--- src/common/arbiter_pkg.sv ---
// Shared sizes and records for the two-level matrix arbiter

package arbiter_pkg;

    // Default grid size, the top level overrides through its own parameters
    parameter int ROWS = 4;                     // Number of requester rows
    parameter int COLS = 8;                     // Number of requester columns

    // Address widths, kept at least one bit wide for degenerate grids
    parameter int ROW_ADD = (ROWS > 1) ? $clog2(ROWS) : 1;  // Row index width
    parameter int COL_ADD = (COLS > 1) ? $clog2(COLS) : 1;  // Column index width

    // Row chosen by the row arbiter for the column arbiter to work on
    typedef struct packed {
        logic               valid;              // A row is currently selected
        logic [ROW_ADD-1:0] row;                // Index of the selected row
    } row_sel_t;

    // One registered grant as seen at the output of the arbiter
    typedef struct packed {
        logic               valid;              // Strobe, high for one cycle per grant
        logic [ROW_ADD-1:0] row;                // Row address of the granted cell
        logic [COL_ADD-1:0] col;                // Column address of the granted cell
    } grant_t;

endpackage

--- src/arbiter/column_arbiter.sv ---
`timescale 1ns/10ps

// Masked round-robin column grants inside the selected row
// One column per cycle, in ascending order, then the row is handed back
module column_arbiter #(
    parameter int ROWS = arbiter_pkg::ROWS,    // Rows in the grid
    parameter int COLS = arbiter_pkg::COLS     // Columns in the grid
) (
    input  logic                  clk_i,        // Clock
    input  logic                  reset_i,      // Asynchronous reset, active high
    input  logic                  enable_i,     // Global arbitration enable
    input  arbiter_pkg::row_sel_t row_sel_i,    // Row to be served
    input  logic [ROWS*COLS-1:0]  pending_i,    // Pending matrix, row-major
    output logic [COLS-1:0]       gnt_o,        // Registered one-hot column grant
    output logic                  row_done_o    // Nothing left under the mask
);

    logic [COLS-1:0] row_req;                   // Pending bits of the selected row
    logic [COLS-1:0] mask_ff;                   // Columns not yet served this visit
    logic [COLS-1:0] nxt_mask;                  // Mask past the column being granted
    logic [COLS-1:0] mask_req;                  // Row requests still under the mask
    logic [COLS-1:0] mask_gnt;                  // Lowest masked request
    logic [COLS-1:0] gnt_ff;                    // Grant register
    logic            active;                    // Arbitration allowed this cycle

    assign row_req  = pending_i[row_sel_i.row*COLS +: COLS];
    assign mask_req = row_req & mask_ff;
    assign active   = enable_i && row_sel_i.valid;

    priority_arb #(
        .WIDTH (COLS)
    ) u_col_arb (
        .req_i (mask_req),
        .gnt_o (mask_gnt)
    );

    // Everything at or below the granted column drops out of the mask
    always_comb
    begin
        nxt_mask = mask_ff;
        for (int i = 0; i < COLS; i++)
        begin
            if (mask_gnt[i])
            begin
                nxt_mask = {COLS{1'b1}} << (i + 1);
            end
        end
    end

    always_ff @(posedge clk_i or posedge reset_i)
    begin
        if (reset_i)
        begin
            mask_ff <= {COLS{1'b1}};            // All columns open
            gnt_ff  <= '0;
        end
        else if (active && (|mask_req))
        begin
            mask_ff <= nxt_mask;
            gnt_ff  <= mask_gnt;                // Grant shows up one cycle later
        end
        else
        begin
            // Row finished, paused or idle, open the mask for the next visit
            mask_ff <= {COLS{1'b1}};
            gnt_ff  <= '0;
        end
    end

    assign gnt_o = gnt_ff;

    // Requests that came back behind the mask wait for the next visit
    assign row_done_o = active && !(|mask_req);

endmodule

--- src/arbiter/request_matrix.sv ---
`timescale 1ns/10ps

// Input side of the arbiter
// Every cell latches its request pulse and keeps it until the cell is granted
module request_matrix #(
    parameter int ROWS = arbiter_pkg::ROWS,    // Rows in the grid
    parameter int COLS = arbiter_pkg::COLS     // Columns in the grid
) (
    input  logic                 clk_i,         // Clock
    input  logic                 reset_i,       // Asynchronous reset, active high
    input  logic [ROWS*COLS-1:0] req_i,         // Request pulses, row-major
    input  arbiter_pkg::row_sel_t row_sel_i,    // Row being served
    input  logic [COLS-1:0]      col_gnt_i,     // One-hot column grant of that row
    output logic [ROWS*COLS-1:0] pending_o,     // Sticky pending bits, row-major
    output logic [ROWS-1:0]      row_active_o   // Row has at least one pending cell
);

    logic [ROWS*COLS-1:0] pending_ff;           // Pending matrix
    logic [ROWS*COLS-1:0] clear;                // Cells granted this cycle

    // Build the clear pattern for the granted cell only
    always_comb
    begin
        clear = '0;
        for (int r = 0; r < ROWS; r++)
        begin
            if (row_sel_i.valid && (row_sel_i.row == r))
            begin
                clear[r*COLS +: COLS] = col_gnt_i;  // Grant lands in the selected row
            end
        end
    end

    // Set beats clear, so a fresh request on a granted cell stays pending
    always_ff @(posedge clk_i or posedge reset_i)
    begin
        if (reset_i)
        begin
            pending_ff <= '0;                   // Nothing outstanding after reset
        end
        else
        begin
            pending_ff <= (pending_ff & ~clear) | req_i;
        end
    end

    assign pending_o = pending_ff;

    // One OR per row tells the row arbiter where work is waiting
    always_comb
    begin
        for (int r = 0; r < ROWS; r++)
        begin
            row_active_o[r] = |pending_ff[r*COLS +: COLS];
        end
    end

endmodule

--- src/arbiter/row_arbiter.sv ---
`timescale 1ns/10ps

// Round-robin row selection
// A chosen row is held until the column arbiter reports it finished
module row_arbiter #(
    parameter int ROWS = arbiter_pkg::ROWS     // Rows in the grid
) (
    input  logic                  clk_i,        // Clock
    input  logic                  reset_i,      // Asynchronous reset, active high
    input  logic                  enable_i,     // Global arbitration enable
    input  logic [ROWS-1:0]       row_active_i, // Rows with pending work
    input  logic                  row_done_i,   // Selected row has nothing left
    output arbiter_pkg::row_sel_t row_sel_o     // Registered row selection
);

    localparam int ROW_W = arbiter_pkg::ROW_ADD;

    logic [ROWS-1:0]       mask_ff;             // Rows still eligible in this round
    logic [ROWS-1:0]       nxt_mask;            // Mask past the row being picked
    logic [ROWS-1:0]       masked_req;          // Active rows above the last served
    logic [ROWS-1:0]       masked_gnt;          // Pick among masked rows
    logic [ROWS-1:0]       plain_gnt;           // Pick among all rows, wrap case
    logic [ROWS-1:0]       pick;                // Final one-hot row pick
    logic [ROW_W-1:0]      pick_idx;            // Binary index of the pick
    arbiter_pkg::row_sel_t sel_ff;              // Current selection

    assign masked_req = row_active_i & mask_ff;

    priority_arb #(
        .WIDTH (ROWS)
    ) u_masked_arb (
        .req_i (masked_req),
        .gnt_o (masked_gnt)
    );

    priority_arb #(
        .WIDTH (ROWS)
    ) u_plain_arb (
        .req_i (row_active_i),
        .gnt_o (plain_gnt)
    );

    // Fall back to the unmasked pick once the round is exhausted
    assign pick = (|masked_req) ? masked_gnt : plain_gnt;

    // Encode the pick and move the mask just past it
    always_comb
    begin
        pick_idx = '0;
        nxt_mask = mask_ff;
        for (int i = 0; i < ROWS; i++)
        begin
            if (pick[i])
            begin
                pick_idx = ROW_W'(i);
                nxt_mask = {ROWS{1'b1}} << (i + 1);  // Last row empties the mask
            end
        end
    end

    always_ff @(posedge clk_i or posedge reset_i)
    begin
        if (reset_i)
        begin
            sel_ff  <= '0;
            mask_ff <= {ROWS{1'b1}};
        end
        else if (!enable_i)
        begin
            sel_ff.valid <= 1'b0;               // Pause, restart the round from row 0
            mask_ff      <= {ROWS{1'b1}};
        end
        else if (sel_ff.valid)
        begin
            if (row_done_i)
            begin
                sel_ff.valid <= 1'b0;           // One idle cycle between rows
            end
        end
        else if (|row_active_i)
        begin
            sel_ff.valid <= 1'b1;
            sel_ff.row   <= pick_idx;
            mask_ff      <= nxt_mask;
        end
    end

    assign row_sel_o = sel_ff;

endmodule

--- src/rtl/grant_encoder.sv ---
`timescale 1ns/10ps

// Output side, turns the one-hot column grant into an addressed grant record
module grant_encoder #(
    parameter int COLS = arbiter_pkg::COLS     // Columns in the grid
) (
    input  logic                  clk_i,        // Clock
    input  logic                  reset_i,      // Asynchronous reset, active high
    input  arbiter_pkg::row_sel_t row_sel_i,    // Row that owns the grant
    input  logic [COLS-1:0]       col_gnt_i,    // One-hot column grant
    output arbiter_pkg::grant_t   grant_o       // Registered grant record
);

    localparam int COL_W = arbiter_pkg::COL_ADD;
    localparam int ROW_W = arbiter_pkg::ROW_ADD;

    logic [COL_W-1:0] col_idx;                  // Binary column of the grant
    logic             valid_ff;                 // Grant strobe
    logic [ROW_W-1:0] row_ff;                   // Registered row address
    logic [COL_W-1:0] col_ff;                   // Registered column address

    // One-hot to binary, at most one bit is set
    always_comb
    begin
        col_idx = '0;
        for (int i = 0; i < COLS; i++)
        begin
            if (col_gnt_i[i])
            begin
                col_idx = COL_W'(i);
            end
        end
    end

    always_ff @(posedge clk_i or posedge reset_i)
    begin
        if (reset_i)
        begin
            valid_ff <= 1'b0;
        end
        else
        begin
            valid_ff <= row_sel_i.valid && (|col_gnt_i);  // Strobe only on a real grant
        end
    end

    // Address fields are only meaningful while the strobe is high
    always_ff @(posedge clk_i)
    begin
        row_ff <= row_sel_i.row;
        col_ff <= col_idx;
    end

    assign grant_o = '{valid: valid_ff, row: row_ff, col: col_ff};

endmodule

--- src/rtl/matrix_arbiter_top.sv ---
`timescale 1ns/10ps

// Two-level matrix arbiter for a ROWS x COLS grid of requesters
module matrix_arbiter_top #(
    parameter int ROWS = arbiter_pkg::ROWS,    // Rows in the grid
    parameter int COLS = arbiter_pkg::COLS     // Columns in the grid
) (
    input  logic                 clk_i,         // Clock
    input  logic                 reset_i,       // Asynchronous reset, active high
    input  logic                 enable_i,      // Pauses arbitration when low
    input  logic [ROWS*COLS-1:0] req_i,         // Request pulses, row-major
    output arbiter_pkg::grant_t  grant_o        // Registered grant with address
);

    logic [ROWS*COLS-1:0]  pending;             // Outstanding cells
    logic [ROWS-1:0]       row_active;          // Rows with work
    arbiter_pkg::row_sel_t row_sel;             // Row under service
    logic [COLS-1:0]       col_gnt;             // One-hot column grant
    logic                  row_done;            // Row finished, pick another

    request_matrix #(
        .ROWS (ROWS),
        .COLS (COLS)
    ) u_request_matrix (
        .clk_i        (clk_i),
        .reset_i      (reset_i),
        .req_i        (req_i),
        .row_sel_i    (row_sel),
        .col_gnt_i    (col_gnt),
        .pending_o    (pending),
        .row_active_o (row_active)
    );

    row_arbiter #(
        .ROWS (ROWS)
    ) u_row_arbiter (
        .clk_i        (clk_i),
        .reset_i      (reset_i),
        .enable_i     (enable_i),
        .row_active_i (row_active),
        .row_done_i   (row_done),
        .row_sel_o    (row_sel)
    );

    column_arbiter #(
        .ROWS (ROWS),
        .COLS (COLS)
    ) u_column_arbiter (
        .clk_i      (clk_i),
        .reset_i    (reset_i),
        .enable_i   (enable_i),
        .row_sel_i  (row_sel),
        .pending_i  (pending),
        .gnt_o      (col_gnt),
        .row_done_o (row_done)
    );

    grant_encoder #(
        .COLS (COLS)
    ) u_grant_encoder (
        .clk_i     (clk_i),
        .reset_i   (reset_i),
        .row_sel_i (row_sel),
        .col_gnt_i (col_gnt),
        .grant_o   (grant_o)
    );

endmodule

--- src/rtl/priority_arb.sv ---
`timescale 1ns/10ps

// Fixed priority arbiter, bit 0 has the highest priority
module priority_arb #(
    parameter int WIDTH = 8                     // Number of request lines
) (
    input  logic [WIDTH-1:0] req_i,             // Request vector
    output logic [WIDTH-1:0] gnt_o              // One-hot grant, zero when idle
);

    logic found;                                // A lower index already won

    always_comb
    begin
        gnt_o = '0;
        found = 1'b0;
        // Walk upward and keep only the first set request
        for (int i = 0; i < WIDTH; i++)
        begin
            if (req_i[i] && !found)
            begin
                gnt_o[i] = 1'b1;
                found    = 1'b1;
            end
        end
    end

endmodule

--- config.mk ---
export PLATFORM = sky130hd
export DESIGN_NAME = matrix_arbiter_top
export DESIGN_NICKNAME = d
export VERILOG_FILES = /design/src/common/arbiter_pkg.sv /design/src/arbiter/column_arbiter.sv /design/src/arbiter/request_matrix.sv /design/src/arbiter/row_arbiter.sv /design/src/rtl/grant_encoder.sv /design/src/rtl/matrix_arbiter_top.sv /design/src/rtl/priority_arb.sv
export SDC_FILE = /design/constraint.sdc
export NUM_CORES = 1
export LEC_CHECK = 0
export ABC_AREA = 0
export BUFFER_PORTS_ARGS = -buffer_cell sky130_fd_sc_hd__clkbuf_2
export CORE_ASPECT_RATIO = 0.75
export CORE_MARGIN = 10
export CORE_UTILIZATION = 55
export DETAILED_ROUTE_END_ITERATION = 10
export GPL_ROUTABILITY_DRIVEN = 0
export PLACE_DENSITY = 0.76
export SLEW_MARGIN = 20
export SYNTH_ARGS = -nofsm -noshare
export SYNTH_HDL_FRONTEND = slang
export SYNTH_HIERARCHICAL = 1
export SYNTH_SLANG_ARGS = --single-unit
--- constraint.sdc ---
create_clock -name clk_i -period 3.9 [get_ports clk_i]
set_input_delay 0.195 -clock clk_i [delete_from_list [all_inputs] [get_ports clk_i]]
set_output_delay 0.195 -clock clk_i [all_outputs]
set_load 0.01 [all_outputs]
* Word-level counts from Yosys, hierarchy flattened *
Cells that the tools add are included.
W data, S select, Z words.

operators by class
  reductions and logical operators = 48
  equality and inequality tests = 7
  muxes and demuxes = 61
  bitwise gates (word level) = 6
  shifts and indexed selects = 1

operators with widths
  kind                  count
  $mux W8               14
  $reduce_or A8 Y1      6
  $and A32 B32 Y32      1
  $mux W1               32
  $mux W4               8
  $not A32 Y32          1
  $or A32 B32 Y32       1
  $reduce_or A32 Y1     1
  $shiftx A32 B6 Y8     1
  $logic_and A1 B1 Y1   21
  $logic_not A1 Y1      14
  $mux W2               6
  $ne A9 B1 Y1 const B  1
  $and A8 B8 Y8         1
  $reduce_or A4 Y1      2
  $reduce_and A3 Y1     2
  $ne A5 B1 Y1 const B  1
  $and A4 B4 Y4         1
  $eq A2 B2 Y1 const B  2
  $mux W3               1
  $eq A2 B1 Y1 const B  1
  $logic_not A2 Y1      1
  $ne A2 B1 Y1 const B  1
  $ne A2 B2 Y1 const B  1
  2 further kinds       2

storage, ports and cells
  output and inout port bits = 6
  input port bits = 35
  word-level logic and storage cells = 134
  flip-flop bits (word level) = 61

* Logic depth before layout (Yosys ltp) *
Gate-level depths: netlist of the first run.

  depth after elaboration = 26
  mapped depth = 9
  depth with buffers taken out = 9

* By module *
Netlist of the first run, hierarchy kept.

modules (own cells, without submodules)
  module                                          area each (um2)  seq. area each (um2)  times used  cells each
  request_matrix                                  1,395.1          800.8                 1           141
  column_arbiter                                  1,033.5          410.4                 1           94
  row_arbiter                                     467.9            180.2                 1           47
  grant_encoder                                   201.4            125.1                 1           21
  priority_arb at u_column_arbiter.u_col_arb      83.8             0.0                   1           11
  priority_arb at u_row_arbiter.u_masked_arb ...  36.3             0.0                   2           4

* Worst setup path before layout of the first run *
OpenSTA, ideal clock, no wires.

  path kind = reg2reg
  from = register u_row_arbiter.sel_ff, in the netlist u_row_arbiter/row_sel_o[1]
  to = register u_column_arbiter.mask_ff[7]
  data arrival time = 2.904 ns
  buffers on the path = 1
  cell stages (with the launch flop) = 10
  clock period less this slack = 2.976 ns
  library setup time = 0.072 ns
  path slack = 0.924 ns
  data required time = 3.828 ns
  cell sequence = dfrtp_1 clkbuf_1 mux4_2 and2_1 or4_4 nor4_1 nor4_1 a31oi_1 nor2_1 o21ai_1

on the way
  elaborated cells on any way between the ends = 41
  classes of those cells = eq/ne: 1; shift: 1; mux: 22; bitwise: 1; reduce/logical: 16

RTL lines
  what                                                                  line                  RTL
  start, declared                                                       row_arbiter.sv:25     arbiter_pkg::row_sel_t sel_ff;
  $shiftx A32 B6 Y8 *                                                   column_arbiter.sv:26  assign row_req = pending_i[row_sel_i.row*COLS +: COLS];
  $and A8 B8 Y8 *                                                       column_arbiter.sv:27  assign mask_req = row_req & mask_ff;
  via u_column_arbiter.mask_req[1]                                      column_arbiter.sv:21  logic [COLS-1:0] mask_req;
  $logic_and A1 B1 Y1 *                                                 priority_arb.sv:20    if (req_i[i] && !found)
  $mux W1 *                                                             priority_arb.sv:20
  $logic_not A1 Y1                                                      priority_arb.sv:20
  $logic_and A1 B1 Y1                                                   priority_arb.sv:20
  $mux W1 *                                                             priority_arb.sv:20
  (+9 left out)                                                         --
  $logic_not A1 Y1                                                      priority_arb.sv:20
  $logic_and A1 B1 Y1                                                   priority_arb.sv:20
  $mux W1 *                                                             priority_arb.sv:20
  $logic_not A1 Y1 *                                                    priority_arb.sv:20
  $logic_and A1 B1 Y1 *                                                 priority_arb.sv:20
  $mux W1 *                                                             priority_arb.sv:20
  via u_column_arbiter.mask_gnt[7]                                      column_arbiter.sv:22  logic [COLS-1:0] mask_gnt;
  parallel branches: the longest is 2 deep, another holds $ne A9 B1 Y1  --
  end signal, assigned                                                  column_arbiter.sv:54  mask_ff <= {COLS{1'b1}};
  end signal, assigned                                                  column_arbiter.sv:59  mask_ff <= nxt_mask;
  end signal, assigned                                                  column_arbiter.sv:65  mask_ff <= {COLS{1'b1}};
  end, declared                                                         column_arbiter.sv:19  logic [COLS-1:0] mask_ff;

Mark *: on every way through the listed nets, which the timed path passes.
A chain may end at the register's enable or synchronous reset.

* Worst setup path after layout of the first run *
  from = register u_row_arbiter.sel_ff, in the netlist u_row_arbiter/row_sel_o[0]
  to = register u_column_arbiter.mask_ff[2]

on the way
  word-level cells in the longest chain between the ends = 26
  elaborated cells on any way between the ends = 41
  classes of those cells = eq/ne: 1; shift: 1; mux: 22; bitwise: 1; reduce/logical: 16

RTL lines
  what                                                                  line
  $shiftx A32 B6 Y8 *                                                   column_arbiter.sv:26
  $and A8 B8 Y8 *                                                       column_arbiter.sv:27
  via u_column_arbiter.mask_req[0]                                      column_arbiter.sv:21
  $mux W1 *                                                             priority_arb.sv:20
  $logic_not A1 Y1                                                      priority_arb.sv:20
  $logic_and A1 B1 Y1                                                   priority_arb.sv:20
  $mux W1 *                                                             priority_arb.sv:20
  $logic_not A1 Y1                                                      priority_arb.sv:20
  (+11 left out)                                                        --
  $logic_not A1 Y1                                                      priority_arb.sv:20
  $logic_and A1 B1 Y1                                                   priority_arb.sv:20
  $mux W1 *                                                             priority_arb.sv:20
  $logic_not A1 Y1 *                                                    priority_arb.sv:20
  $logic_and A1 B1 Y1 *                                                 priority_arb.sv:20
  $mux W1 *                                                             priority_arb.sv:20
  via u_column_arbiter.mask_gnt[7]                                      column_arbiter.sv:22
  parallel branches: the longest is 2 deep, another holds $ne A9 B1 Y1  --

Marks and branches as above.

==> key figures, run 1 <==
Outcome
  • Status: complete, no violations

Global routing
  • Grt total ovfl: 0
  • GRT Util Overall: 18.9%
  • Global-route wire length before repair: 13900 um
  • Largest net degree at the start of global routing: 29
  • Initial antenna violation count: 0
  • Vias in the first global route: 2715

Floorplan
  • Die footprint: 9430 sq um
  • Initial Utilization: 56.4%
  • Die Width: 109 um
  • DIE HEIGHT: roughly 87 um
  • Io pins: 41
  • Core Area: 5770 sq um
  • Row cnt: 24

Critical path
  • Crit path max fanout: 16
  • Critical path endpoint category: flop
  • Crit path DAT: roughly 3.7 ns
  • Critical Path Start: u_row_arbiter/row_sel_o[0]
  • Required time of the critical path: 4.17 ns
  • Crit path largest cell delay: approximately 0.82 ns
  • Crit path depth: 8
  • Critical Path, Cell by Cell: nand2b_1 > o22ai_1 > or4_4 > nor4_1 > buf_4 > nor4_1 > o311ai_0 > o211ai_2
  • Critical path buffer and inverter count: 1
  • Worst R2R Path Depth: 8
  • Worst r2r dst: u_column_arbiter/mask_ff[2]
  • CP most frequent cell: nor4_1
  • Top delay family on crit path: simple AND/OR/NAND/NOR gates
  • Setup CP Type: flop to flop
  • Reg2reg start: u_row_arbiter/row_sel_o[0]
  • Worst Setup EP: u_column_arbiter/mask_ff[2]
  • Reg2Reg Setup Slack: 0.46 ns
  • Startpoint Class: flop
  • CP max stage cell: nor4_1

Power and ir drop
  • Comb pwr share: 11.8%
  • Leakage: 1.53 nW
  • Clock Power Share: 44.0%
  • Psw: 0.382 mW
  • Switching part of the total power: between 20% and 30%
  • Peak VDD IR: roughly 0.00026 V
  • Int Pwr: 1.17 mW
  • Ratio of total power to cell area: 419 nW/um^2
  • Flop pwr share: 44.2%

Route
  • Iter 0 DRT Violations: 181
  • Via count: 2701
  • Number of nets with antenna violations after detailed routing: 0
  • Vias per std cell: 6.06
  • DRC: 0
  • Drt pass-1 iters: 5
  • Final WL: 8400 um
  • Wire per inst: 18.8 um

Layout
  • Final Non-Filler Cells: 446
  • Share of layout cells above drive strength 1: 27.4%
  • FILL cells: 478
  • Nets@finish: a little under 400
  • Register area: 1520 sq um
  • Footprint of the multi-input gates: 1460 sq um
  • ANT cells: 0
  • Syn-to-layout area delta: 13.7%

STA
  • Fin. Hold Viols: 0
  • Worst relative slew slack: 35.9%
  • Final Setup Violations: 0
  • Worst-case clock skew: between 0.007 and 0.008 ns
  • Least-Margin Pin Slew: 0.953 ns
  • Period utilisation layout: 88.1%
  • Upper clock frequency limit: between 0.2 and 0.3 GHz
  • Fin Setup TNS: 0 ns
  • Min cycle time layout: around 3.4 ns
  • Max-slew violations: 0
  • RSZ-0062 raised after global routing: false

Yosys
  • Post-Syn Area: between 3000 and 4000 sq um
  • Netlist cell types: 48
  • Syn nets: 357
  • Top cell type's share of synthesized area: 33.8%
  • Synth top area cells: dfrtp_1 (34%), dfstp_2 (9.7%), a31oi_1 (5.0%)
  • FF+latch count, synth: 61
  • Yosys warns: 6
  • Number of flops mapped to enable cells by yosys: 0
  • Async S/R FF share, synth: 91.8%
  • Largest area contributor in the netlist: dfrtp_1
  • Avg Inst Size Synth: between 10 and 15 sq um
  • Main synth FF type: dfrtp_1
  • Cells after Synth: 322
  • Post-synthesis sequential area ratio: a little under half

CTS
  • CTS sink count: between 60 and 70
  • CTS tree: done
  • Clock tree root driver cell: clkbuf_8
  • Clock transition at path regs: around 0.06 ns
  • Setup bufs post-CTS: 0
  • CTS Buf Count: 9
  • Max H-tree Level: 3
  • CTS Buffer Depth: 2
  • Worst skew pair latency: 0.35 ns

Place
  • Buffers added on ports: 40
  • Placed Cells: 429
  • Final HPWL DP: 6280 um

Flow run
  • Maxcap violations: 0

Hold path
  • Worst Hold Class: input pin to flop
power by group through the flow:
stage	logic [mW]	registers (mW)	clock network, mW
floorplan	0.151	0.679	0
global placement	0.177	0.694	0
detailed placement	0.181	0.696	0
CTS	0.183	0.684	0.696
global route	0.204	0.688	0.729
finish	0.184	0.685	0.682
repair_timing:
action,4_1_cts,5_1_grt
resized for setup,0,0
endpoints found under the hold margin,16,0
hold buffers,1,0
routing by layer:
metal  GRT usage [%]  up-vias  share of wire, %  wire, um
li1                -     1237                 -         -
met1            25.2     1284                43      3650
met2            27.6      161                43      3610
met3            6.97       19                12       983
met4            6.45        0               1.9       156
met5               0        -                 0         0
area by class of cell:
cell class              count  share of cell area, %
multi-input cells         208                   39.6
repair buffers             45                   6.49
clock buffers              12                   3.92
inverters                  38                   3.85
flip-flops and latches     61                   41.0
well taps                  78                   2.64
clock inverters             4                   2.57
through the flow:
| stage | instance area, sq um | util (%) | power [mW] | worst slack (ns) | hold slack, ns |
|---|---|---|---|---|---|
| global route | 3700 | 64.2 | 1.62 | 0.118 | 0.0166 |
| finish | 3700 | 64.2 | 1.55 | 0.464 | 0.0245 |
| CTS | 3700 | 64.2 | 1.56 | 0.538 | 0.0192 |
| detailed placement | 3450 | 59.9 | 0.876 | 0.550 | 0.0838 |
| floorplan | 3250 | - | 0.830 | 0.924 | -0.0763 |
| global placement | 3450 | 59.9 | 0.871 | 0.683 | 0.0712 |
placed cells by master, fill, tap and decap left out, types with 5 or more instances in the layout:
cell type  Yosys  layout
dfrtp_1       44      44
clkbuf_2       0      40
inv_1         38      38
nor2_1        35      35
a31oi_1       26      26
nand2_1       19      19
nor4_1        13      13
a21oi_1       12      12
dfstp_2       12      12
clkbuf_8       0      10
nand4_1        8       8
a21o_1         8       8
mux2i_1        7       7
mux4_2         6       6
and2_1         6       6
o211ai_2       5       5
o21ai_1        5       5
nor2b_1        5       5
dfxtp_1        5       5
cell families (layout without fill, tap and decap cells):
group	after synthesis	count (layout)	synth area share, %
AO/OA/AOI/OAI	74	74	15.8
buffers and inverters	53	99	8.42
flip-flops	61	61	46.6
multiplexers	16	16	7.57
AND/OR/NAND/NOR	118	118	21.6
flip-flops by register name (all words and copies together) (netlist names):
name,count
u_grant_encoder/valid_ff,1
u_request_matrix/pending_o,32
u_row_arbiter/row_sel_o,3
u_column_arbiter/gnt_o,8
u_grant_encoder/row_ff,2
u_column_arbiter/mask_ff,8
u_grant_encoder/col_ff,3
u_row_arbiter/mask_ff,4
worst min path at each step:
stage                                     endpoint  cells past startpoint       from
finish              u_request_matrix/pending_o[27]                      2  req_i[27]
global route        u_request_matrix/pending_o[27]                      2  req_i[27]
CTS                 u_request_matrix/pending_o[27]                      2  req_i[27]
detailed placement        u_grant_encoder/valid_ff                      2    reset_i
global placement          u_grant_encoder/valid_ff                      2    reset_i
floorplan                 u_grant_encoder/valid_ff                      1    reset_i
cells in the mapped netlist, types with 3 or more instances:
library cell and instances:
mux2i_1 7, o21ai_1 5, a2bb2oi_1 3, o21a_1 3
nor4_1 13, nand2b_1 3, nor3_1 3, nor4b_2 3
inv_1 38, dfstp_2 12, nand4_1 8, mux4_2 6
and2_1 6, nor4_2 3, nor3b_1 4, o31ai_1 3
and2_4 3, nand2_1 19, a21oi_1 12, a21o_1 8
nor2_1 35, buf_4 6, buf_6 7, o211ai_2 5
nor2b_1 5, a31oi_1 26, dfrtp_1 44, dfxtp_1 5
Power figures use the tool's default switching activity.
==> run 2, diff against run 1 <==
clock period = 4.2 ns   (was 3.9 ns; I/O delays follow)
==> run 2 against run 1 <==
Combinational power is 3% lower. Sequential power is 8.2% lower. Non-clock buffer count down 1. Routed wire length fell by 1.7%. Via count fell by 1.3%. Flip-flop and latch count unchanged. Hold slack improved by 0.027 ns. Highest routed layer unchanged.
==> key figures, run 2 (synthesis results as in run 1) <==
Critical path
  • Reg2Reg Setup Slack: 1.02 ns
  • Required time of the critical path: 4.47 ns
  • Setup CP Type: flop to flop
  • CP max stage cell: nor4_1
  • Startpoint Class: flop
  • Reg2reg start: u_row_arbiter/row_sel_o[0]
  • Critical Path, Cell by Cell: mux4_2 > and2_1 > or4_4 > nor4_1 > nor4_2 > a31oi_1 > nor2_1 > o21ai_1
  • Worst R2R Path Depth: 8
  • Crit path max fanout: 7
  • Crit path DAT: ~3.5 ns
  • Critical Path Start: u_row_arbiter/row_sel_o[0]
  • Critical path endpoint category: flop
  • Worst r2r dst: u_column_arbiter/mask_ff[7]
  • Crit path largest cell delay: 0.71 ns

STA
  • Period utilisation layout: 75.8%
  • Worst relative slew slack: 43.3%
  • Max-slew violations: 0
  • Min cycle time layout: 3.18 ns
  • Fin. Hold Viols: 0
  • Least-Margin Pin Slew: 0.850 ns
  • Upper clock frequency limit: 0.314 GHz
  • Final Setup Violations: 0
  • Fin Setup TNS: 0 ns
  • Worst-case clock skew: 0.00928 ns
  • RSZ-0062 raised after global routing: false

Route
  • Via count: 2666
  • Number of nets with antenna violations after detailed routing: 0
  • Wire per inst: 18.6 um
  • Final WL: 8260 um
  • DRC: 0
  • Drt pass-1 iters: 5
  • Vias per std cell: around 6.0
  • Iter 0 DRT Violations: 182

Layout
  • FILL cells: 494
  • Syn-to-layout area delta: 13.3%
  • Final core utilization: 63.9%
  • Max FFs per register: 32
  • ANT cells: 0
  • Commonest non-fill, non-tap cell in the layout: dfrtp_1
  • Nets@finish: around 400
  • Most frequent cells in the layout: dfrtp_1 (44), clkbuf_2 (40), inv_1 (38)
  • Share of layout cells above drive strength 1: roughly 28%

Power and ir drop
  • Ratio of total power to cell area: 380 nW/um^2
  • Clock Power Share: 42.4%
  • Peak VDD IR: 0.000225 V
  • Flop pwr share: 44.9%
  • Switching part of the total power: 25.5%
  • Int Pwr: 1.04 mW
  • Comb pwr share: 12.7%
  • Leakage: approximately 1.5 nW
  • Psw: 0.357 mW

Floorplan
  • Die Width: about 110 um
  • Die footprint: 9430 sq um
  • Core Area: 5770 sq um
  • Io pins: between 40 and 50
  • DIE HEIGHT: 86.6 um
  • Initial Utilization: 56.4%
  • Row cnt: 24

Global routing
  • GRT Util Overall: roughly 19%
  • Vias in the first global route: 2677
  • Grt total ovfl: 0
  • Global-route wire length before repair: 13700 um
  • Initial antenna violation count: 0
  • Largest net degree at the start of global routing: 33

Place
  • Final HPWL DP: ~6200 um
  • Buffers added on ports: 40

Hold path
  • End of the worst hold path: u_request_matrix/pending_o[28]
  • WHS Path Cells: 2
  • Worst Hold Launch: req_i[28]
  • Worst Hold Class: input pin to flop

CTS
  • CTS Hold Bufs: 1
  • CTS resizes: 0
  • CTS Buf Count: 9
  • CTS tree: done
  • Max H-tree Level: 3
  • CTS sink count: 61
  • Worst skew pair latency: 0.34 ns
  • Clock transition at path regs: 0.07 ns
  • Clock tree root driver cell: clkbuf_8
  • Setup bufs post-CTS: 0
  • CTS Buffer Depth: 2

Outcome
  • Status: complete, no violations

Flow run
  • Maxcap violations: 0
[run 2: cell types whose count changed in the layout (fill, tap and decap cells not counted), sizes merged]
cell | before | now
clkbuf | 52 | 53
clkinvlp | 0 | 1
buf | 4 | 3
clkinv | 1 | 0
bufinv | 3 | 2
[run 2: critical path, delay by kind of cell, from the launching register on]
kind / cells / cell delay [ns]
multiplexers: 1 / 0.52
AND/OR/NAND/NOR: 5 / 1.81
flip-flops: 1 / 0.48
AO/OA/AOI/OAI: 2 / 0.31
[run 2: metrics by stage]
stage / cell area (sq um) / total power, mW / setup WS [ns] / hold slack (ns) / cells
after floorplan: 3250 / 0.770 / 1.22 / -0.0613 / 322
after global placement: 3440 / 0.809 / 1.22 / 0.0809 / 428
after detailed placement: 3440 / 0.813 / 1.05 / 0.0905 / 428
after CTS: 3680 / 1.41 / 1.03 / 0.0444 / 445
after global routing: 3690 / 1.46 / 0.784 / 0.0364 / 445
final: 3690 / 1.40 / 1.02 / 0.0512 / 445
[run 2: power by group through the flow]
stage	Combinational, mW	Sequential [mW]	Clock (mW)
final	0.178	0.629	0.593
after global routing	0.197	0.632	0.632
after CTS	0.176	0.628	0.602
after detailed placement	0.174	0.639	0
after global placement	0.171	0.638	0
after floorplan	0.140	0.630	0
[run 2: layer usage]
| layer | share of wire (%) | GRT usage [%] | vias to the layer above | wire length, um |
|---|---|---|---|---|
| met1 | 45 | 24.4 | 1281 | 3720 |
| met2 | 44 | 28.5 | 145 | 3640 |
| met5 | 0 | 0 | - | 0 |
| li1 | - | - | 1235 | - |
| met3 | 10 | 6.97 | 5 | 845 |
| met4 | 0.58 | 4.18 | 0 | 48 |
[run 2: final cells by class]
type	instances	area (sq um)	area share, %
tap	78	97.6	2.65
multi-input combinational	208	1470	39.9
sequential	61	1520	41.1
clock inverter	3	67.6	1.83
clock buffer	13	159	4.31
inverter	38	143	3.87
timing repair buffer	44	233	6.31
[run 2: how the worst max path moves through the flow]
stage	to	slack, ns	cells after the start
global route	u_column_arbiter/mask_ff[7]	0.78	8
finish	u_column_arbiter/mask_ff[7]	1.02	8
CTS	u_column_arbiter/mask_ff[7]	1.03	8
floorplan	u_column_arbiter/mask_ff[7]	1.22	9
global placement	u_column_arbiter/mask_ff[7]	1.22	8
detailed placement	u_column_arbiter/mask_ff[7]	1.05	8
